## src/verilog/datapath_pkg.sv

```systemverilog
package datapath_pkg;

	// Scalar register and single vector element width
	localparam int ELEM_W = 8;

	// ALU operation shared by the scalar lane and each vector element
	typedef enum logic [2:0] {
		ALU_ADD    = 3'd0,
		ALU_SUB    = 3'd1,
		ALU_AND    = 3'd2,
		ALU_XOR    = 3'd3,
		ALU_PASS_B = 3'd4
	} alu_op_e;

	// Where the retiring result comes from
	typedef enum logic [1:0] {
		WB_NONE   = 2'd0,
		WB_SCALAR = 2'd1,
		WB_VECTOR = 2'd2,
		WB_REDUCE = 2'd3
	} wb_src_e;

	// One element of ALU work, wraps modulo 2**ELEM_W
	function automatic logic [ELEM_W-1:0] alu_elem(
		alu_op_e           op,
		logic [ELEM_W-1:0] a,
		logic [ELEM_W-1:0] b
	);
		logic [ELEM_W-1:0] y;
		case (op)
			ALU_ADD: y = a + b;
			ALU_SUB: y = a - b;
			ALU_AND: y = a & b;
			ALU_XOR: y = a ^ b;
			default: y = b;
		endcase
		return y;
	endfunction

endpackage

```

## src/verilog/isa_pkg.sv

```systemverilog
package isa_pkg;

	// Register index width, eight registers per file
	localparam int REG_ADDR_W = 3;

	// Immediate field of OP_SLI
	localparam int IMM_W = 8;

	//////////////////////////////
	// Opcodes
	//////////////////////////////
	typedef enum logic [3:0] {
		// No result, nothing written
		OP_NOP    = 4'd0,
		// Scalar rd gets the immediate
		OP_SLI    = 4'd1,
		// Scalar rd gets rs1 op rs2
		OP_SADD   = 4'd2,
		OP_SSUB   = 4'd3,
		OP_SAND   = 4'd4,
		OP_SXOR   = 4'd5,
		// Every element of vector rd gets scalar rs1
		OP_VBCAST = 4'd6,
		// Element-wise on vector rs1 and rs2
		OP_VADD   = 4'd7,
		OP_VSUB   = 4'd8,
		OP_VAND   = 4'd9,
		// Scalar rd gets the element sum of vector rs1, mod 256
		OP_VSUM   = 4'd10
	} op_e;

endpackage
```

## src/verilog/simd_core_top.sv

```systemverilog
module simd_core_top #(
	parameter int NUM_LANES = 16
) (
	input  logic                                      clk,
	input  logic                                      rst_n,
	input  logic                                      issue,
	input  isa_pkg::op_e                              op,
	input  logic [isa_pkg::REG_ADDR_W-1:0]            rd,
	input  logic [isa_pkg::REG_ADDR_W-1:0]            rs1,
	input  logic [isa_pkg::REG_ADDR_W-1:0]            rs2,
	input  logic [isa_pkg::IMM_W-1:0]                 imm,
	output logic                                      result_valid,
	output logic                                      result_is_vector,
	output logic [isa_pkg::REG_ADDR_W-1:0]            result_rd,
	output logic [datapath_pkg::ELEM_W-1:0]           result_scalar,
	output logic [NUM_LANES*datapath_pkg::ELEM_W-1:0] result_vector
);
	// Decode stage outputs
	logic                           exec_valid;
	datapath_pkg::alu_op_e          alu_op;
	logic                           use_imm;
	logic                           bcast;
	datapath_pkg::wb_src_e          wb_src;
	logic [isa_pkg::REG_ADDR_W-1:0] exec_rd;
	logic [isa_pkg::REG_ADDR_W-1:0] exec_rs1;
	logic [isa_pkg::REG_ADDR_W-1:0] exec_rs2;
	logic [isa_pkg::IMM_W-1:0]      exec_imm;
	// Lane results
	logic [datapath_pkg::ELEM_W-1:0]           scalar_a;
	logic [datapath_pkg::ELEM_W-1:0]           scalar_result;
	logic [NUM_LANES*datapath_pkg::ELEM_W-1:0] vector_result;
	logic [datapath_pkg::ELEM_W-1:0]           reduce_result;
	// Writeback and bypass
	logic                                      wb_scalar_we;
	logic                                      wb_vector_we;
	logic [isa_pkg::REG_ADDR_W-1:0]            wb_rd;
	logic [datapath_pkg::ELEM_W-1:0]           wb_scalar_data;
	logic [NUM_LANES*datapath_pkg::ELEM_W-1:0] wb_vector_data;

	//////////////////////////////
	// Decode
	//////////////////////////////
	issue_decode u_issue_decode (
		.clk(clk), .rst_n(rst_n),
		.issue(issue), .op(op), .rd(rd), .rs1(rs1), .rs2(rs2), .imm(imm),
		.exec_valid(exec_valid), .alu_op(alu_op), .use_imm(use_imm), .bcast(bcast),
		.wb_src(wb_src), .exec_rd(exec_rd), .exec_rs1(exec_rs1), .exec_rs2(exec_rs2),
		.exec_imm(exec_imm)
	);

	//////////////////////////////
	// Execute lanes
	//////////////////////////////
	scalar_lane u_scalar_lane (
		.clk(clk), .rst_n(rst_n),
		.alu_op(alu_op), .use_imm(use_imm), .imm(exec_imm),
		.rs1(exec_rs1), .rs2(exec_rs2),
		.wb_scalar_we(wb_scalar_we), .wb_rd(wb_rd), .wb_scalar_data(wb_scalar_data),
		.scalar_a(scalar_a), .scalar_result(scalar_result)
	);

	vector_lane #(.NUM_LANES(NUM_LANES)) u_vector_lane (
		.clk(clk), .rst_n(rst_n),
		.alu_op(alu_op), .bcast(bcast),
		.rs1(exec_rs1), .rs2(exec_rs2), .scalar_a(scalar_a),
		.wb_vector_we(wb_vector_we), .wb_rd(wb_rd), .wb_vector_data(wb_vector_data),
		.vector_result(vector_result), .reduce_result(reduce_result)
	);

	//////////////////////////////
	// Writeback
	//////////////////////////////
	writeback_merge #(.NUM_LANES(NUM_LANES)) u_writeback_merge (
		.clk(clk), .rst_n(rst_n),
		.exec_valid(exec_valid), .wb_src(wb_src), .exec_rd(exec_rd),
		.scalar_result(scalar_result), .vector_result(vector_result),
		.reduce_result(reduce_result),
		.wb_scalar_we(wb_scalar_we), .wb_vector_we(wb_vector_we), .wb_rd(wb_rd),
		.wb_scalar_data(wb_scalar_data), .wb_vector_data(wb_vector_data),
		.result_valid(result_valid), .result_is_vector(result_is_vector),
		.result_rd(result_rd), .result_scalar(result_scalar),
		.result_vector(result_vector)
	);

endmodule

```

## src/verilog/writeback_merge.sv

```systemverilog
module writeback_merge #(
	parameter int NUM_LANES = 16
) (
	input  logic                                      clk,
	input  logic                                      rst_n,
	input  logic                                      exec_valid,
	input  datapath_pkg::wb_src_e                     wb_src,
	input  logic [isa_pkg::REG_ADDR_W-1:0]            exec_rd,
	input  logic [datapath_pkg::ELEM_W-1:0]           scalar_result,
	input  logic [NUM_LANES*datapath_pkg::ELEM_W-1:0] vector_result,
	input  logic [datapath_pkg::ELEM_W-1:0]           reduce_result,
	output logic                                      wb_scalar_we,
	output logic                                      wb_vector_we,
	output logic [isa_pkg::REG_ADDR_W-1:0]            wb_rd,
	output logic [datapath_pkg::ELEM_W-1:0]           wb_scalar_data,
	output logic [NUM_LANES*datapath_pkg::ELEM_W-1:0] wb_vector_data,
	output logic                                      result_valid,
	output logic                                      result_is_vector,
	output logic [isa_pkg::REG_ADDR_W-1:0]            result_rd,
	output logic [datapath_pkg::ELEM_W-1:0]           result_scalar,
	output logic [NUM_LANES*datapath_pkg::ELEM_W-1:0] result_vector
);
	logic [datapath_pkg::ELEM_W-1:0]           next_scalar;
	logic [NUM_LANES*datapath_pkg::ELEM_W-1:0] next_vector;

	// Pick the retiring result, the other half stays zero
	always_comb begin
		next_scalar = '0;
		next_vector = '0;
		case (wb_src)
			datapath_pkg::WB_SCALAR: next_scalar = scalar_result;
			datapath_pkg::WB_REDUCE: next_scalar = reduce_result;
			datapath_pkg::WB_VECTOR: next_vector = vector_result;
			default: ;
		endcase
	end

	//////////////////////////////
	// Writeback register
	//////////////////////////////
	always_ff @(posedge clk) begin
		if (!rst_n) begin
			wb_scalar_we   <= 1'b0;
			wb_vector_we   <= 1'b0;
			wb_rd          <= '0;
			wb_scalar_data <= '0;
			wb_vector_data <= '0;
		end else begin
			// Reduction lands in the scalar file
			wb_scalar_we   <= exec_valid && ((wb_src == datapath_pkg::WB_SCALAR) ||
				(wb_src == datapath_pkg::WB_REDUCE));
			wb_vector_we   <= exec_valid && (wb_src == datapath_pkg::WB_VECTOR);
			wb_rd          <= exec_valid ? exec_rd : '0;
			wb_scalar_data <= next_scalar;
			wb_vector_data <= next_vector;
		end
	end

	// Result ports report the entry being written this cycle
	assign result_valid     = wb_scalar_we || wb_vector_we;
	assign result_is_vector = wb_vector_we;
	assign result_rd        = wb_rd;
	assign result_scalar    = wb_scalar_data;
	assign result_vector    = wb_vector_data;

endmodule

```

## src/verilog/vector_lane.sv

```systemverilog
module vector_lane #(
	parameter int NUM_LANES = 16
) (
	input  logic                                      clk,
	input  logic                                      rst_n,
	input  datapath_pkg::alu_op_e                     alu_op,
	input  logic                                      bcast,
	input  logic [isa_pkg::REG_ADDR_W-1:0]            rs1,
	input  logic [isa_pkg::REG_ADDR_W-1:0]            rs2,
	input  logic [datapath_pkg::ELEM_W-1:0]           scalar_a,
	input  logic                                      wb_vector_we,
	input  logic [isa_pkg::REG_ADDR_W-1:0]            wb_rd,
	input  logic [NUM_LANES*datapath_pkg::ELEM_W-1:0] wb_vector_data,
	output logic [NUM_LANES*datapath_pkg::ELEM_W-1:0] vector_result,
	output logic [datapath_pkg::ELEM_W-1:0]           reduce_result
);
	localparam int NUM_REGS = 2 ** isa_pkg::REG_ADDR_W;
	localparam int VEC_W    = NUM_LANES * datapath_pkg::ELEM_W;

	logic [VEC_W-1:0] vregs [NUM_REGS];
	logic [VEC_W-1:0] vec_a;
	logic [VEC_W-1:0] vec_b;
	logic [VEC_W-1:0] op_b;

	//////////////////////////////
	// Vector register file
	//////////////////////////////
	always_ff @(posedge clk) begin
		if (!rst_n) begin
			for (int i = 0; i < NUM_REGS; i++) begin
				vregs[i] <= '0;
			end
		end else if (wb_vector_we) begin
			vregs[wb_rd] <= wb_vector_data;
		end
	end

	// Bypass from the writeback register, same as the scalar side
	always_comb begin
		if (wb_vector_we && (wb_rd == rs1)) begin
			vec_a = wb_vector_data;
		end else begin
			vec_a = vregs[rs1];
		end
	end

	always_comb begin
		if (wb_vector_we && (wb_rd == rs2)) begin
			vec_b = wb_vector_data;
		end else begin
			vec_b = vregs[rs2];
		end
	end

	// Broadcast copies scalar rs1 into every element
	assign op_b = bcast ? {NUM_LANES{scalar_a}} : vec_b;

	//////////////////////////////
	// Lane-wise ALU
	//////////////////////////////
	// Each element wraps on its own, no carry across lanes
	always_comb begin
		for (int l = 0; l < NUM_LANES; l++) begin
			vector_result[l*datapath_pkg::ELEM_W +: datapath_pkg::ELEM_W] =
				datapath_pkg::alu_elem(
					alu_op,
					vec_a[l*datapath_pkg::ELEM_W +: datapath_pkg::ELEM_W],
					op_b[l*datapath_pkg::ELEM_W +: datapath_pkg::ELEM_W]
				);
		end
	end

	//////////////////////////////
	// Sum reduction
	//////////////////////////////
	// Accumulator is ELEM_W wide so the sum is modulo 256
	always_comb begin
		logic [datapath_pkg::ELEM_W-1:0] acc;
		acc = '0;
		for (int l = 0; l < NUM_LANES; l++) begin
			acc = acc + vec_a[l*datapath_pkg::ELEM_W +: datapath_pkg::ELEM_W];
		end
		reduce_result = acc;
	end

endmodule

```

## src/verilog/scalar_lane.sv

```systemverilog
module scalar_lane (
	input  logic                           clk,
	input  logic                           rst_n,
	input  datapath_pkg::alu_op_e          alu_op,
	input  logic                           use_imm,
	input  logic [isa_pkg::IMM_W-1:0]      imm,
	input  logic [isa_pkg::REG_ADDR_W-1:0] rs1,
	input  logic [isa_pkg::REG_ADDR_W-1:0] rs2,
	input  logic                           wb_scalar_we,
	input  logic [isa_pkg::REG_ADDR_W-1:0] wb_rd,
	input  logic [datapath_pkg::ELEM_W-1:0] wb_scalar_data,
	output logic [datapath_pkg::ELEM_W-1:0] scalar_a,
	output logic [datapath_pkg::ELEM_W-1:0] scalar_result
);
	localparam int NUM_REGS = 2 ** isa_pkg::REG_ADDR_W;

	logic [datapath_pkg::ELEM_W-1:0] regs [NUM_REGS];
	logic [datapath_pkg::ELEM_W-1:0] src_b;
	logic [datapath_pkg::ELEM_W-1:0] op_b;

	//////////////////////////////
	// Scalar register file
	//////////////////////////////
	always_ff @(posedge clk) begin
		if (!rst_n) begin
			for (int i = 0; i < NUM_REGS; i++) begin
				regs[i] <= '0;
			end
		end else if (wb_scalar_we) begin
			regs[wb_rd] <= wb_scalar_data;
		end
	end

	// Result still in writeback wins over the stored copy
	always_comb begin
		if (wb_scalar_we && (wb_rd == rs1)) begin
			scalar_a = wb_scalar_data;
		end else begin
			scalar_a = regs[rs1];
		end
	end

	always_comb begin
		if (wb_scalar_we && (wb_rd == rs2)) begin
			src_b = wb_scalar_data;
		end else begin
			src_b = regs[rs2];
		end
	end

	//////////////////////////////
	// Operand B and ALU
	//////////////////////////////
	// SLI loads the immediate through PASS_B
	assign op_b = use_imm ? imm : src_b;

	assign scalar_result = datapath_pkg::alu_elem(alu_op, scalar_a, op_b);

endmodule

```

## src/verilog/issue_decode.sv

```systemverilog
module issue_decode (
	input  logic                           clk,
	input  logic                           rst_n,
	input  logic                           issue,
	input  isa_pkg::op_e                   op,
	input  logic [isa_pkg::REG_ADDR_W-1:0] rd,
	input  logic [isa_pkg::REG_ADDR_W-1:0] rs1,
	input  logic [isa_pkg::REG_ADDR_W-1:0] rs2,
	input  logic [isa_pkg::IMM_W-1:0]      imm,
	output logic                           exec_valid,
	output datapath_pkg::alu_op_e          alu_op,
	output logic                           use_imm,
	output logic                           bcast,
	output datapath_pkg::wb_src_e          wb_src,
	output logic [isa_pkg::REG_ADDR_W-1:0] exec_rd,
	output logic [isa_pkg::REG_ADDR_W-1:0] exec_rs1,
	output logic [isa_pkg::REG_ADDR_W-1:0] exec_rs2,
	output logic [isa_pkg::IMM_W-1:0]      exec_imm
);
	datapath_pkg::alu_op_e dec_alu_op;
	datapath_pkg::wb_src_e dec_wb_src;
	logic                  dec_use_imm;
	logic                  dec_bcast;

	//////////////////////////////
	// Opcode to lane controls
	//////////////////////////////
	always_comb begin
		dec_alu_op  = datapath_pkg::ALU_ADD;
		dec_wb_src  = datapath_pkg::WB_NONE;
		dec_use_imm = 1'b0;
		dec_bcast   = 1'b0;
		case (op)
			isa_pkg::OP_SLI: begin
				dec_alu_op  = datapath_pkg::ALU_PASS_B;
				dec_use_imm = 1'b1;
				dec_wb_src  = datapath_pkg::WB_SCALAR;
			end
			isa_pkg::OP_SADD: dec_wb_src = datapath_pkg::WB_SCALAR;
			isa_pkg::OP_SSUB: begin
				dec_alu_op = datapath_pkg::ALU_SUB;
				dec_wb_src = datapath_pkg::WB_SCALAR;
			end
			isa_pkg::OP_SAND: begin
				dec_alu_op = datapath_pkg::ALU_AND;
				dec_wb_src = datapath_pkg::WB_SCALAR;
			end
			isa_pkg::OP_SXOR: begin
				dec_alu_op = datapath_pkg::ALU_XOR;
				dec_wb_src = datapath_pkg::WB_SCALAR;
			end
			// Operand B becomes the broadcast scalar
			isa_pkg::OP_VBCAST: begin
				dec_alu_op = datapath_pkg::ALU_PASS_B;
				dec_bcast  = 1'b1;
				dec_wb_src = datapath_pkg::WB_VECTOR;
			end
			isa_pkg::OP_VADD: dec_wb_src = datapath_pkg::WB_VECTOR;
			isa_pkg::OP_VSUB: begin
				dec_alu_op = datapath_pkg::ALU_SUB;
				dec_wb_src = datapath_pkg::WB_VECTOR;
			end
			isa_pkg::OP_VAND: begin
				dec_alu_op = datapath_pkg::ALU_AND;
				dec_wb_src = datapath_pkg::WB_VECTOR;
			end
			isa_pkg::OP_VSUM: dec_wb_src = datapath_pkg::WB_REDUCE;
			default: ;
		endcase
	end

	//////////////////////////////
	// Decode register
	//////////////////////////////
	always_ff @(posedge clk) begin
		if (!rst_n) begin
			exec_valid <= 1'b0;
			wb_src     <= datapath_pkg::WB_NONE;
			alu_op     <= datapath_pkg::ALU_ADD;
			use_imm    <= 1'b0;
			bcast      <= 1'b0;
			exec_rd    <= '0;
			exec_rs1   <= '0;
			exec_rs2   <= '0;
			exec_imm   <= '0;
		end else begin
			// NOP decodes to WB_NONE, so it never counts as valid
			exec_valid <= issue && (dec_wb_src != datapath_pkg::WB_NONE);
			wb_src     <= issue ? dec_wb_src : datapath_pkg::WB_NONE;
			if (issue) begin
				alu_op   <= dec_alu_op;
				use_imm  <= dec_use_imm;
				bcast    <= dec_bcast;
				exec_rd  <= rd;
				exec_rs1 <= rs1;
				exec_rs2 <= rs2;
				exec_imm <= imm;
			end
		end
	end

endmodule

```

## config.mk

```make
export PLATFORM = sky130hd
export DESIGN_NAME = simd_core_top
export DESIGN_NICKNAME = d
export VERILOG_FILES = /design/src/verilog/datapath_pkg.sv /design/src/verilog/isa_pkg.sv /design/src/verilog/simd_core_top.sv /design/src/verilog/writeback_merge.sv /design/src/verilog/vector_lane.sv /design/src/verilog/scalar_lane.sv /design/src/verilog/issue_decode.sv
export SDC_FILE = /design/constraint.sdc
export NUM_CORES = 2
export LEC_CHECK = 0
export ABC_CLOCK_PERIOD_IN_PS = 12000
export BUFFER_PORTS_ARGS = -buffer_cell sky130_fd_sc_hd__buf_2
export CORE_UTILIZATION = 58
export DETAILED_ROUTE_END_ITERATION = 10
export PLACE_DENSITY = 0.86
export SYNTH_ARGS = -nofsm -noshare
export SYNTH_HDL_FRONTEND = slang
export SYNTH_SLANG_ARGS = --single-unit
```

## constraint.sdc

```tcl
create_clock -name clk -period 12 [get_ports clk]
set_input_delay 1.8 -clock clk [delete_from_list [all_inputs] [get_ports clk]]
set_output_delay 1.8 -clock clk [all_outputs]
set_load 0.05 [all_outputs]
```

-- After elaboration in Yosys (flattened, before gate mapping)
Memories as Yosys holds them, arrays and structs flattened. A register that Yosys moved wholly into a read port is not among the register bits.
Index checks and enable logic that the tools add are counted.
- muxes and demuxes: 49
- $add $sub $neg: 49
- reduce and logical (&&, ||, !) cells: 21
- bitwise logic cells: 34
- eq/ne operators: 18
- operators by type and width (cell ; number):
    8-bit one-hot mux with 4 select lines ; 17
    128-bit 2-to-1 mux ; 4
    8-bit adder ; 32
    8-bit AND ; 17
    8-bit subtractor ; 17
    8-bit bitwise XOR ; 17
    128-bit OR reduction ; 1
    8-bit 2-to-1 mux ; 4
    3-bit 2-to-1 mux ; 10
    4-bit by 3-bit equality test with 1-bit output, second input constant ; 4
    8-bit one-hot mux with 2 select lines ; 1
    4-bit equality test, second input constant ; 3
    3-bit one-hot mux with 4 select lines ; 1
    1-bit 2-to-1 mux ; 11
    4-bit by 2-bit equality test with 1-bit output, second input constant ; 2
    8-bit OR reduction ; 1
    1-bit logical AND ; 7
    3-bit by 2-bit equality test with 1-bit output, second input constant ; 2
    3-bit equality test ; 2
    2-bit one-hot mux with 3 select lines ; 1
    2-bit AND reduction ; 3
    2-bit OR reduction ; 3
    5-bit OR reduction ; 1
    2-bit equality test, second input constant ; 2
    7 further kinds ; 8
- bits in registers: 166
- output and inout port bits: 141
- logic and storage cells: 187
- memories kept: 2
- RAM bits: 1088
- input bits: 24
- memories (name ; depth ; bits a word ; rd ports ; clocked after memory_dff ; wr ports ; RTL line ; RTL):
    u_vector_lane.vregs ; 8 ; 128 ; 2 ; 2 ; 8 ; vector_lane.sv:20 ; logic [VEC_W-1:0] vregs [NUM_REGS];
    u_scalar_lane.regs ; 8 ; 8 ; 2 ; 2 ; 8 ; scalar_lane.sv:17 ; logic [datapath_pkg::ELEM_W-1:0] regs [NUM_REGS];

-- Longest topological paths before layout
- depth after elaboration: 19
- depth in mapped cells: 31

-- By module
From an unflattened synthesis, not the netlist that was laid out.
- cells, all modules: 6515
- area, all modules: 81121.6 sq um
- by module, submodules not included (module ; cells an instance ; area an instance (sq um) ; times used):
    vector_lane ; 5603 ; 70518.9 ; 1
    writeback_merge ; 448 ; 5049.8 ; 1
    scalar_lane ; 364 ; 4499.3 ; 1
    issue_decode ; 100 ; 1053.5 ; 1

-- Worst setup path after synthesis
Ideal clock, no wire load.
- path type: input-to-reg
- start point: input port rst_n
- end point: memory u_vector_lane.vregs[3][0] in the netlist's numbering (enable)
- buffers on the path: 0
- arrival time: 11136 ps
- stages: 3
- setup slack: 71 ps
- library setup time: 792 ps
- path through: nor2b_1 -> nand2_1 -> o21ai_0
- RTL lines (what ; RTL line ; RTL):
    from (decl) ; simd_core_top.sv:5 ; input logic rst_n,
    to (decl) ; vector_lane.sv:20 ;

-- Worst setup path in the final report
- start point: register u_writeback_merge.wb_rd, in the netlist u_writeback_merge.result_rd[1]
- end point: register u_writeback_merge.wb_scalar_data, in the netlist u_writeback_merge.result_scalar[7]
- longest elaborated chain between the ends: 19
- elaborated cells between the ends (all ways): 30
- RTL lines (what ; RTL line ; RTL):
    from (decl) ; writeback_merge.sv:14 ; output logic [isa_pkg::REG_ADDR_W-1:0] wb_rd,
    from (signal assigned) ; writeback_merge.sv:53 ; wb_rd <= exec_valid ? exec_rd : '0;
    3-bit equality test ; vector_lane.sv:40, scalar_lane.sv:36 ;
    1-bit logical AND ; vector_lane.sv:40 ; if (wb_vector_we && (wb_rd == rs1)) begin
    128-bit 2-to-1 mux ; vector_lane.sv:40 ;
    8-bit adder (15 in series) ; vector_lane.sv:81 ; acc = acc + vec_a[l*datapath_pkg::ELEM_W +: datapath_pkg::ELEM_W];
    8-bit one-hot mux with 2 select lines * ; writeback_merge.sv:30 ; case (wb_src)
    to (signal assigned) ; writeback_merge.sv:54 ; wb_scalar_data <= next_scalar;
    to (decl) ; writeback_merge.sv:15 ; output logic [datapath_pkg::ELEM_W-1:0] wb_scalar_data,
Mark *: on every way between the ends. The rest lies on a longest branch, timed or not.
A chain may end at the register's enable or synchronous reset.

==> impl_metrics.py <==
metrics = {
    "floorplan": {
        "core-area_um2": 135800,
        "initial_core_util_pct": 58.56,
        "rows": 135,
        "io_pins": 165,
        "die_y_um": 372.3,
        "dieArea_um2": 138600,
        "die_x_um": 372.3,
    },
    "clocking": {
        "numCtsBuffers": 139,
        "clock-sinks": 1260,
        "cts_hold_buf": 0,
        "root_buffer": "clkbuf_16",
        "post_cts_resized": 0,
        "htreeDepth": 4,
        "path_clk_slew_ns": 0.06,
        "cts_tree": "done",
        "cts.path.max_buffers": 3,
        "post_cts_buffers": 0,
        "clk_latency_ns": 0.83,
    },
    "logic_synthesis": {
        "syn-mean-instance-area_um2": 12.34,
        "yosys_register_bits": 1260,
        "syn_area_um2": 79520,
        "synthFlopType": "edfxtp_1",
        "ys_warn_count": 0,
        "synth.distinct_cells": 72,
        "synthesis.nets": 6855,
        "synth_edf_count": 1088,
        "synth-seq-area-share_pct": 45.42,
        "async_flop_share_pct": 0,
        "synthCells": 6442,
    },
    "global_routing": {
        "grt-ovfl-total": 0,
        "antenna_found_initial": 16,
        "grt_pass1_wl_um": 365700,
        "grt_max_degree": 157,
        "track_usage_pct": 36.02,
        "grt_pass1_vias": 58370,
    },
    "critical_path": {
        "worstSetupPathType": "reg -> reg",
        "cp_data_required_time_ns": 12.74,
        "worstSetupEndpointType": "flip-flop",
        "crit_path_start": "u_writeback_merge.result_rd[1]",
        "crit_arrival_ns": 8.99,
        "cp-start-kind": "flip-flop",
        "reg2reg_from": "u_writeback_merge.result_rd[1]",
        "worst-path-max-fanout": 114,
    },
    "timing": {
        "setup_tns_ns": 0,
        "min_period_ns": 8.252,
        "finalHoldViolCount": 0,
        "setup_viol": 0,
        "slew_headroom_pct": 9.597,
        "rsz0062_at_grt": "no",
        "period_share_pct": 68.77,
        "slew_violations": 0,
        "final.setup_skew_ns": 0.04338,
        "fmax_ghz": 0.1212,
        "worst_pin_slew_ns": 1.351,
    },
    "placed_design": {
        "dpl.hpwl_um": 149500,
        "postPlaceCellArea_um2": 81650,
        "port_buffers": 164,
        "gp_congestion": 0.9565,
    },
    "pwr": {
        "p_leak_nw": 33.41,
        "peakVddDrop_mv": 0.6503,
        "p_per_area_nw_per_um2": 174.0,
    },
    "run": {
        "maxCapViolCount": 0,
    },
    "cells_and_area": {
        "fin_area_um2": 86420,
        "seq_area_um2": 36150,
        "multi_input_area_um2": 40430,
        "finalNetCount": 6804,
        "areaGrowthSynthToFinish_pct": 8.673,
        "drive_gt1_share_pct": 17.02,
        "fillers": 9607,
    },
    "route": {
        "drc": 0,
        "viasPerCell": 6.998,
        "first_iter_violations": 9014,
        "wire_per_inst_um": 30.27,
        "drtAntennaViolNets": 0,
        "first_pass_iters": 10,
        "vias": 58030,
        "wl_um": 251000,
    },
    "status": {
        "status": "finished clean",
    },
    "hold_path": {
        "hp-start": "u_issue_decode.exec_rd[0]",
        "min_path_type": "reg -> reg",
    },
}
critical path, stage by stage, from the launching register on:
cell      delay [ns]
dfxtp_1         0.86
xnor2_1         0.21
nand4_1         0.21
buf_4           0.51
buf_12          0.50
nor2_1          0.08
a21oi_1         0.66
fa_1            0.61
fa_1            0.51
fa_1            0.56
fa_1            0.44
fa_1            0.49
inv_1           0.05
fa_1            0.48
inv_1           0.06
ha_1            0.26
a21o_1          0.18
a21oi_1         0.22
o21bai_1        0.09
a21oi_1         0.18
xor2_1          0.21
xnor2_1         0.11
xnor2_1         0.22
xnor2_1         0.11
a211oi_1        0.23
cells by family after synthesis:
| family | share of synthesized area [%] |
|---|---|
| flip-flops | 45.42 |
| multiplexers | 21.30 |
| AO/OA/AOI/OAI | 6.778 |
| AND/OR/NAND/NOR | 13.08 |
| XOR/XNOR | 2.366 |
| buffers and inverters | 3.962 |
| adder cells (fa/ha/maj) | 7.102 |
routing by layer:
layer | share of wire (%) | track usage, % | vias up
met5 | 0.061 | 0 | -
met4 | 7.0 | 22.80 | 20
met3 | 15 | 10.48 | 1120
met2 | 45 | 54.52 | 4982
met1 | 34 | 45.52 | 28390
li1 | - | - | 23520
final timing paths:
check / depth (start not counted) / slack, ns / end
max: 24 / 3.75 / u_writeback_merge.result_scalar[7]
min: 1 / 0.51 / u_writeback_merge.result_rd[0]
max reg2reg: 24 / 3.75 / u_writeback_merge.result_scalar[7]
min reg2reg: 1 / 0.51 / u_writeback_merge.result_rd[0]
cell type report:
type / count / area share [%]
timing repair buffer: 264 / 1.992
inverter: 298 / 1.294
multi-input combinational: 4428 / 46.79
tap: 1781 / 2.579
sequential: 1260 / 41.83
clock buffer: 186 / 4.346
antenna: 8 / 0.02317
clock inverter: 67 / 1.144
registers in the layout, summed over array words and instances (netlist names), named ones only:
register / count
u_issue_decode.alu_op: 3
u_issue_decode.bcast: 1
u_issue_decode.exec_imm: 8
u_issue_decode.exec_rd: 3
u_issue_decode.exec_rs1: 3
u_issue_decode.exec_rs2: 3
u_issue_decode.exec_valid: 1
u_issue_decode.use_imm: 1
u_issue_decode.wb_src: 2
u_scalar_lane.regs: 64
u_vector_lane.vregs: 1024
u_writeback_merge.result_is_vector: 1
u_writeback_merge.result_rd: 3
u_writeback_merge.result_scalar: 8
u_writeback_merge.result_vector: 128
u_writeback_merge.wb_scalar_we: 1
Yosys cell counts, drive strengths merged (49+ instances only):
library cell / n / area share, %
a21o: 49 / 0.46
a211oi: 104 / 0.98
o21ai: 298 / 1.9
dfxtp: 172 / 4.3
nand2: 212 / 1.0
mux2i: 411 / 5.2
nor3: 50 / 0.31
and2: 1071 / 8.4
xnor2: 149 / 1.6
edfxtp: 1088 / 41
inv: 294 / 1.4
fa: 104 / 2.6
clkbuf: 293 / 1.4
xor2: 53 / 0.58
nor2b: 59 / 0.46
nor2: 437 / 2.1
mux4: 544 / 15
a21oi: 290 / 1.8
ha: 285 / 4.5
buf: 163 / 1.2
placed cells by master, fill, tap and decap left out, types with 47 or more instances in the layout:
cell,instances
xnor2_1,149
buf_4,88
mux4_2,539
inv_1,288
fa_1,104
a211oi_1,104
nor2_1,429
nor3_1,47
o21ai_1,152
a21o_1,49
buf_2,164
dfxtp_1,162
nor2b_1,58
edfxtp_1,1088
a21oi_1,289
mux2i_1,409
and2_1,1070
nand2_1,206
clkbuf_16,140
xor2_1,53
o21ai_0,139
ha_1,285
per-stage QoR:
step	setup WS [ns]	total power [mW]	utilization, %	hold WS, ns	cells
after floorplan	0.07137	9.038	-	0.4518	6442
after global placement	3.956	10.37	60.13	0.4873	8031
after detailed placement	3.830	10.41	60.13	0.4999	8031
after CTS	3.772	14.88	63.62	0.5010	8284
after global routing	3.260	15.69	63.63	0.5145	8288
final	3.748	15.04	63.63	0.5073	8292
where the power goes:
part / switching (mW) / internal, mW / total [mW]
Sequential: 0.152 / 4.89 / 5.04
Combinational: 3.23 / 2.31 / 5.54
Clock: 1.93 / 2.53 / 4.45
Note: power is estimated with default switching activity, not from simulation.
